<file path="config.mk">
export PLATFORM = sky130hd
export DESIGN_NAME = pred_select
export DESIGN_NICKNAME = d
export VERILOG_FILES = /design/src/logic/bpu_pkg.sv /design/src/logic/pred_select.sv
export SDC_FILE = /design/constraint.sdc
export NUM_CORES = 1
export LEC_CHECK = 0
export BUFFER_PORTS_ARGS = -buffer_cell sky130_fd_sc_hd__buf_2
export CAP_MARGIN = 20
export CORE_ASPECT_RATIO = 1.5
export CORE_UTILIZATION = 31
export DETAILED_ROUTE_END_ITERATION = 6
export PLACE_DENSITY_LB_ADDON = 0.1
export SLEW_MARGIN = 40
export SYNTH_ARGS = -nofsm -noshare
export SYNTH_HDL_FRONTEND = slang
export SYNTH_SLANG_ARGS = --single-unit
</file>
<file path="constraint.sdc">
create_clock -name vclk -period 3.2
set_clock_uncertainty 0.2 [all_clocks]
set_input_delay 0.48 -clock vclk [all_inputs]
set_output_delay 0.48 -clock vclk [all_outputs]
set_load 0.01 [all_outputs]
</file>
<file path="src/logic/bpu_pkg.sv">
package bpu_pkg;

    // widths and table sizes
    localparam int xlen          = 32;
    localparam int hist_w        = 16;
    localparam int bm_entries    = 512;   // indexed by pc[9:1]
    localparam int tag_entries   = 256;   // per tagged table
    localparam int tag_w         = 10;
    localparam int partial_tag_w = 6;     // upper tag bits compared on lookup
    localparam int btb_entries   = 256;   // indexed by pc[9:2]
    localparam int btb_tag_w     = 22;    // pc[31:10]

    localparam logic [1:0] ctr_weak_nt = 2'b01;

    // which table supplied the direction
    typedef enum logic [1:0] {
        prov_bimodal = 2'd0,
        prov_t0      = 2'd1,
        prov_t1      = 2'd2
    } provider_e;

    // control transfer major opcodes
    typedef enum logic [6:0] {
        op_branch = 7'b1100011,
        op_jal    = 7'b1101111,
        op_jalr   = 7'b1100111
    } opcode_e;

    // fetch stage request
    typedef struct packed {
        logic [xlen-1:0] pc;
        logic [xlen-1:0] inst;
    } fetch_req_t;

    // direction predictor result
    typedef struct packed {
        logic              taken;
        provider_e         provider;
        logic [hist_w-1:0] history;   // ghr at lookup time
    } dir_pred_t;

    // target buffer result
    typedef struct packed {
        logic            hit;
        logic [xlen-1:0] target;
    } tgt_pred_t;

    // resolution coming back from execute
    typedef struct packed {
        logic              valid;
        logic              taken;
        logic              correct;   // prediction matched the outcome
        logic [xlen-1:0]   pc;
        logic [xlen-1:0]   target;
        logic [hist_w-1:0] history;   // snapshot returned with the prediction
        provider_e         provider;
    } ex_update_t;

    // final prediction to fetch
    typedef struct packed {
        logic              is_ctrl;
        logic              taken;
        logic [xlen-1:0]   next_pc;
        provider_e         provider;
        logic [hist_w-1:0] history;
    } bpu_pred_t;

endpackage

</file>
<file path="src/logic/pred_select.sv">
`timescale 1ns/10ps

module pred_select (
    input  bpu_pkg::fetch_req_t fetch_i,
    input  bpu_pkg::dir_pred_t  dir_i,
    input  bpu_pkg::tgt_pred_t  tgt_i,
    output bpu_pkg::bpu_pred_t  pred_o
);

    logic [6:0]               opcode;
    logic [bpu_pkg::xlen-1:0] imm_j;     // jal offset
    logic [bpu_pkg::xlen-1:0] imm_b;     // conditional branch offset
    logic [bpu_pkg::xlen-1:0] pc_plus4;
    logic [bpu_pkg::xlen-1:0] jal_tgt;
    logic [bpu_pkg::xlen-1:0] br_tgt;

    assign opcode = fetch_i.inst[6:0];

    // J-type immediate, sign extended
    assign imm_j = {
        {12{fetch_i.inst[31]}},
        fetch_i.inst[19:12],
        fetch_i.inst[20],
        fetch_i.inst[30:21],
        1'b0
    };

    // B-type immediate, sign extended
    assign imm_b = {
        {20{fetch_i.inst[31]}},
        fetch_i.inst[7],
        fetch_i.inst[30:25],
        fetch_i.inst[11:8],
        1'b0
    };

    assign pc_plus4 = fetch_i.pc + 32'd4;

    // btb wins over the decoded offset when it hits
    assign jal_tgt = tgt_i.hit ? tgt_i.target : fetch_i.pc + imm_j;
    assign br_tgt  = tgt_i.hit ? tgt_i.target : fetch_i.pc + imm_b;

    always_comb begin
        pred_o.is_ctrl  = 1'b0;
        pred_o.taken    = 1'b0;
        pred_o.next_pc  = pc_plus4;
        pred_o.provider = dir_i.provider;   // returned later with the feedback
        pred_o.history  = dir_i.history;

        case (opcode)
            bpu_pkg::op_jal: begin
                pred_o.is_ctrl = 1'b1;
                pred_o.taken   = 1'b1;    // always taken
                pred_o.next_pc = jal_tgt;
            end
            bpu_pkg::op_jalr: begin
                // register target, only the btb can know it
                pred_o.is_ctrl = 1'b1;
                if (tgt_i.hit) begin
                    pred_o.taken   = 1'b1;
                    pred_o.next_pc = tgt_i.target;
                end
            end
            bpu_pkg::op_branch: begin
                pred_o.is_ctrl = 1'b1;
                pred_o.taken   = dir_i.taken;
                if (dir_i.taken) begin
                    pred_o.next_pc = br_tgt;
                end
            end
            default: begin
                // not a control transfer, fall through
            end
        endcase
    end

endmodule

</file>
# Word level (Yosys, flattened, before mapping)
# Index checks and enable logic that the tools add are counted.
op_classes:
  addsub: 3
  eq_ne: 3
  mux: 5
ops:
  columns: ["cell", "count"]
  rows:
  - ["34-bit one-hot mux with 3 select lines", 1]
  - ["32-bit two-way mux", 3]
  - ["32-bit adder", 2]
  - ["33-bit two-way mux", 1]
  - ["32-bit by 3-bit adder with 32-bit output (second input constant)", 1]
  - ["7-bit equality test (second input constant)", 3]
totals:
  register_bits: 0
  in_bits: 116
  output_inout_bits: 52
  elab_cells: 11

# Depth between registers and ports, before layout
# Gate-level depths: netlist of run 1.
depth:
  ltp_word: 4
  depth_mapped: 11

# Worst setup path before layout of run 1
# No wires, ideal clock.
synth_timing:
  kind: "input -> output"
  start: "input port fetch_i[8] (netlist bit)"
  end: "output port pred_o[49] (netlist bit)"
  arrival_ns: 2.626
  path_slack_ns: -0.106
  cell_stages: 10
  n_path_buf: 0
  cell_sequence: "ha_1 > fa_1 > a21oi_1 > o211ai_1 > a211oi_1 > nor2_1 > a2111oi_0 > a41oi_1 > a31o_1 > a41o_1"
synth_lines:
  columns: ["element", "line", "rtl"]
  rows:
  - ["start, declared", "pred_select.sv:4", "input bpu_pkg::fetch_req_t fetch_i,"]
  - ["end, declared", "pred_select.sv:7", "output bpu_pkg::bpu_pred_t pred_o"]

==> results of run 1 <==
==> timing repair <==
action,CTS,global route
setup buffers,18,4
endpoints found under the setup margin,26,26
resized for setup,106,34
pin swaps,75,35
==> metrics by stage <==
| step | power (µW) | worst slack (ns) | TNS [ns] |
|---|---|---|---|
| 2_1_floorplan | 610 | -0.0185 | -0.0185 |
| 3_3_place_gp | 1180 | -0.590 | -8.41 |
| 3_5_place_dp | 1190 | -0.614 | -9.08 |
| 4_1_cts | 1350 | -0.416 | -5.14 |
| 5_1_grt | 1510 | -0.535 | -8.65 |
| 6_report | 1410 | -0.450 | -6.43 |
==> layout make-up <==
type,count,area share (%)
Inverter,17,0.792
Multi-Input combinational cell,638,60.9
Timing Repair Buffer,400,35.3
Tap cell,196,3.04
==> report_power, final <==
group	internal, µW	total, µW	switching (µW)	leakage [µW]
sequential	0	0	0	0
combinational	702	1410	705	0.00370
clock	0	0	0	0
==> worst paths after layout <==
kind        start    endpoint  slack (ns)
min     dir_i[13]  pred_o[13]        0.76
max   fetch_i[33]  pred_o[49]       -0.45
==> kinds of logic (layout without fill, tap and decap cells) <==
logic type	count (synthesis)	after routing	share of synthesized area, %
XOR/XNOR	57	57	10.9
AND/OR/NAND/NOR	250	250	27.3
multiplexers	8	8	1.80
buffers and inverters	74	417	7.70
AO/OA/AOI/OAI	277	277	39.5
adder cells (fa/ha/maj)	46	46	12.9
==> layer usage <==
metal | up-vias | GRT usage, % | wire length, µm | part of all wire, %
li1 | 3386 | - | - | -
met1 | 3393 | 33.5 | 9210 | 37
met2 | 230 | 62.2 | 13200 | 53
met3 | 71 | 1.06 | 878 | 3.5
met4 | 0 | 15.2 | 1440 | 5.8
met5 | - | 0 | 0 | 0
==> placed cells by master (no fill, tap or decap), types with 7 or more instances in the layout <==
master / netlist / routed
o22ai_1: 9 / 8
and3_1: 18 / 15
o21a_1: 7 / 7
o21ai_0: 33 / 28
buf_2: 7 / 119
buf_4: 18 / 255
buf_6: 0 / 21
ha_4: 0 / 16
nand2_1: 74 / 71
ha_1: 44 / 25
and4_1: 8 / 7
nor3_1: 17 / 14
nor2_1: 50 / 50
a21o_1: 23 / 23
a21oi_2: 1 / 16
nand3_1: 25 / 25
o21ai_2: 1 / 7
a22oi_1: 13 / 12
inv_1: 15 / 14
nand4_1: 18 / 18
xnor2_1: 30 / 28
nand2b_1: 8 / 8
o211ai_1: 13 / 13
xor2_1: 27 / 27
o221ai_1: 12 / 7
a21oi_1: 76 / 55
o21ai_1: 24 / 21
==> summary.txt, run 1 <==
Core ar.: 14500 µm²
Min Hold Slack: 0.760 ns
final non-filler cell total: 1251
# fillers: 1448
syn avg cell area: 6.45 µm²
Tot GR Track Use: 31.5%
Die ar.: 15300 µm²
DRC: 0
antenna violations before repair: 0
most used cell, CP: buf_6
total grt overflow: 0
Final Max Tran Viols: 0
Detailed Route WL: 24.8 mm
Placed Cells: 1229
CP arrival: 2.97 ns
starting density of the core: 31.6%
die span in x: 101 µm
Buffers & Inverters on Critical Path: 3
Inserted Diodes: 0
Area Overhead vs Synth: 75.4%
vias in the first global route: 7099
Worst Hold Depth: 0
cell family with most CP delay: compound AO/OA/AOI/OAI gates
pwr dens: 175 nW/µm²
Worst Slack Setup Final: -0.450 ns
I/O Buffers: 132
CP Launch Type: input pin
cell depth of the worst setup path: 13
DRT Pass-1 Iters: 6
CP Class: input pin to output pin
vias post-DR: 7080
cell area after layout: 8060 µm²
maximum VDD drop: 0.0921 mV
max incr delay on CP: 0.37 ns
Final Hold Violating Endpoints: 0
Commonest cells post-synth: a21oi_1 (76), nand2_1 (74), nor2_1 (50), ha_1 (44), o21ai_0 (33)
fin crit share: 114%
endpoint type of the worst setup path: output pin
Vias/cell: 5.66
slowest CP cell: fa_2
share of layout cells above drive strength 1: 48.4%
relative slew slack: 45.9%
pin count of the biggest net entering global routing: 13
share of the synthesized area in the top cell type: 12.0%
# IOs: 168
DP HPWL: 20.4 mm
Placement Cell Area: 7200 µm²
drt first-iter violations: 282
CP Cell Sequence: buf_6 -> buf_6 -> ha_4 -> fa_2 -> a21oi_4 -> o211ai_1 -> a211oi_1 -> nor2_1 -> a2111oi_2 -> a41oi_1 -> a31o_1 -> a41o_1 -> buf_2
cells after synthesis: 712
post-route minimum period: 3.65 ns
most common cell in the synthesized netlist: a21oi_1
clk_buf instances: 0
Mapped Area: 4600 µm²
RSZ-0062 raised after global routing: yes
wire per inst: 19.8 µm
Slew @ Worst Pin: 0.811 ns
endpoints failing setup: 25
Hold Buf Count CTS: 0
post-route ant nets: 0
Critical Path RT: 2.52 ns
failing checks: negative setup slack
Synth cell types: 71
register area share after synthesis: 0%
Yosys Warn Count: 0
Util after Layout: 55.5%
Die Height: 151 µm
Worst Path Max Fanout: 3
Fmax: 274 MHz
Layout Nets: 1219
first-pass GRT wire length: 37.0 mm
Max Cap Viol: 0
dominant cell type by area after synthesis: ha_1
Seq cells: 0
area of the multi-input gates: 4910 µm²
top cells by area, synth: ha_1 (12%), a21oi_1 (8.3%), nand2_1 (6.0%)
row count: 54
Reg area: 0 µm²
Static Leak: 0.00370 µW
Post-Synthesis Net Count: 874
outcome: finished with violations
gpl congestion: 0.963
Hold Path Class: input pin to output pin
No activity file was read; power rests on OpenSTA's default activity.
==> run 2, diff against run 1 <==
--- a/config.mk
+++ b/config.mk
@@ -5,6 +5,7 @@
 export SDC_FILE = /design/constraint.sdc
 export NUM_CORES = 1
 export LEC_CHECK = 0
+export ABC_AREA = 1
 export BUFFER_PORTS_ARGS = -buffer_cell sky130_fd_sc_hd__buf_2
 export CAP_MARGIN = 20
 export CORE_ASPECT_RATIO = 1.5
==> constraint.sdc (replaced) <==
create_clock -name vclk -period 4.15
set_clock_uncertainty 0.2 [all_clocks]
set_input_delay 0.6225 -clock vclk [all_inputs]
set_output_delay 0.6225 -clock vclk [all_outputs]
set_load 0.01 [all_outputs]
==> summary.txt, run 2 <==
most common cell in the synthesized netlist: nand2_1
Worst Setup SP: fetch_i[31]
failing checks: design-rule violations
Seq cells: 0 (unchanged)
Hold Buf Count CTS: 0 (unchanged)
Synth cell types: 53 (-25%)
starting density of the core: 31.9% (+0.26 points)
Final Max Tran Viols: 0 (unchanged)
Final Hold Violating Endpoints: 0 (unchanged)
gpl congestion: 0.970 (+0.64%)
pin count of the biggest net entering global routing: 40 (+27)
drt first-iter violations: 525 (+86%)
relative slew slack: 57.3% (+11 points)
Commonest cells post-synth: nand2_1 (376), inv_1 (154), nor2_1 (152), nand3_1 (136), a21oi_1 (67)
TNS Setup: 0 ns (+6.43 ns)
met1 WL: 10.6 mm (+15%)
outcome: finished with violations
clk_buf instances: 0 (unchanged)
Layout Nets: 1445 (+19%)
endpoints failing setup: 0 (-100%)
post-route ant nets: 0 (unchanged)
Overall Power: 758 µW (-46%)
Min Hold Slack: 1.05 ns (+0.285 ns)
Seq pwr share: 0% (unchanged)
uppermost layer routed: met4
Die ar.: 19100 µm² (+25%)
CP Class: input pin to output pin
Critical Path RT: 3.33 ns (+0.81 ns)
CP Launch Type: input pin
dominant cell type by area after synthesis: nand2_1
Static Leak: 0.00359 µW (-2.8%)
met2 WL: 14.3 mm (+8.4%)
Mapped Area: 5750 µm² (+25%)
vias post-DR: 8009 (+13%)
Tot GR Track Use: 29.5% (-2.0 points)
Worst Path Max Fanout: 20 (+17)
Placement Cell Area: 6590 µm² (-8.4%)
pwr dens: 115 nW/µm² (-34%)
share of layout cells above drive strength 1: 15.1% (-33 points)
fin crit share: 93.4%
first-pass GRT wire length: 42.5 mm (+15%)
Die Height: 169 µm (+12%)
row count: 60 (+11%)
DRT Pass-1 Iters: 7 (+1)
Max Cap Viol: 0 (unchanged)
Detailed Route WL: 28.6 mm (+16%)
post-CTS sizing: 0 (-100%)
Util after Layout: 36.6% (-19 points)
top cells by area, synth: nand2_1 (25%), nand3_1 (12%), inv_1 (10%)
antenna violations before repair: 1 (+1)
Power Internal: 246 µW (-65%)
Hold Path Class: input pin to output pin
Reg area: 0 µm² (unchanged)
Psw: 512 µW (-27%)
CP arrival: 3.06 ns (+0.09 ns)
syn avg cell area: 4.93 µm² (-24%)
Post-Synthesis Net Count: 1328 (+52%)
Vias/cell: 5.34 (-5.6%)
maximum VDD drop: 0.0438 mV (-52%)
metal3 WL: 1.57 mm (+79%)
most frequent cells in the layout: nand2_1 (376), inv_1 (154), nor2_1 (152), nand3_1 (136), buf_2 (132)
Yosys Warn Count: 0 (unchanged)
RSZ-0062 raised after global routing: no
most common cell after layout, fill and taps aside: nand2_1
# IOs: 168 (unchanged)
total grt overflow: 0 (unchanged)
endpoint type of the worst setup path: output pin
# fillers: 2207 (+52%)
Fmax: 258 MHz
switch share: 67.5% (+17 points)
DP HPWL: 24.9 mm (+22%)
vias in the first global route: 7616 (+7.3%)
HP Start: dir_i[10]
DRC: 3 (+3)
Clk pwr share: 0% (unchanged)
register area share after synthesis: 0% (unchanged)
Area Overhead vs Synth: 14.7%
Slew @ Worst Pin: 0.633 ns (-0.177 ns)
combinational fraction of design power: 100.0% (about the same)
share of the synthesized area in the top cell type: 24.6% (+13 points)
post-route minimum period: 3.88 ns
Setup Buffers After CTS: 0 (-18)
cells after synthesis: 1166 (+64%)
cell area after layout: 6590 µm² (-18%)
die span in x: 113 µm (+12%)
I/O Buffers: 132 (unchanged)
Core ar.: 18000 µm² (+24%)
wire per inst: 19.1 µm (-3.5%)
-- run 2: cell count changes after synthesis, moves of 13 or more --
cell	delta
o21ai_0	+22
o21ai_1	-22
inv_1	+139
nand3_1	+111
nor2_1	+102
or2_2	+15
a21o_1	-18
clkbuf_1	-27
xor2_1	-17
a22oi_1	-13
and3_1	-17
nand2_1	+302
xnor2_1	-23
-- run 2: layout make-up --
class	instances	area [µm²]	share of cell area, %
antenna	1	2.50	0.0380
tap	217	272	4.12
inverter	158	601	9.11
timing repair buffer	147	773	11.7
multi-input combinational	976	4940	75.0
-- run 2: logic make-up after synthesis --
| logic type | Yosys count | synth area share (%) |
|---|---|---|
| buf+inv | 190 | 14.0 |
| compound gates | 157 | 15.2 |
| xor+xnor | 17 | 2.59 |
| fa+ha+maj | 46 | 10.3 |
| simple gates | 756 | 58.0 |
-- run 2: worst max-delay path, cell delays in order --
cell,delay [ns]
buf_2,0.42
ha_1,0.40
nand2_1,0.16
inv_1,0.05
nand2_1,0.07
nand2_1,0.13
a21oi_1,0.14
nand2_1,0.15
or2_2,0.31
nand3_1,0.13
nand3_1,0.13
nand2_1,0.08
o21ai_0,0.08
buf_2,0.15
-- run 2: per-stage QoR --
step | cells | setup WS, ns
global placement | 1498 | 0.328
global route | 1499 | 0.111
floorplan | 1166 | 1.10
detailed placement | 1498 | 0.343
CTS | 1498 | 0.337
finish | 1499 | 0.272
-- run 2: final timing paths --
kind | slack (ns) | cells after the start | to
min | 1.05 | 0 | pred_o[10]
max | 0.27 | 14 | pred_o[33]
-- run 2: routing by layer --
metal	GRT usage, %	up-vias
li1	-	4006
met1	32.3	3606
met2	54.7	319
met3	1.40	78
met4	19.2	0
met5	0	-
-- run 2: power groups by stage --
stage,combinational [µW],clock [µW],sequential (µW)
after floorplan,485,0,0
after global placement,748,0,0
after detailed placement,745,0,0
after CTS,749,0,0
after global routing,839,0.0000323,0
final,758,0.0000323,0
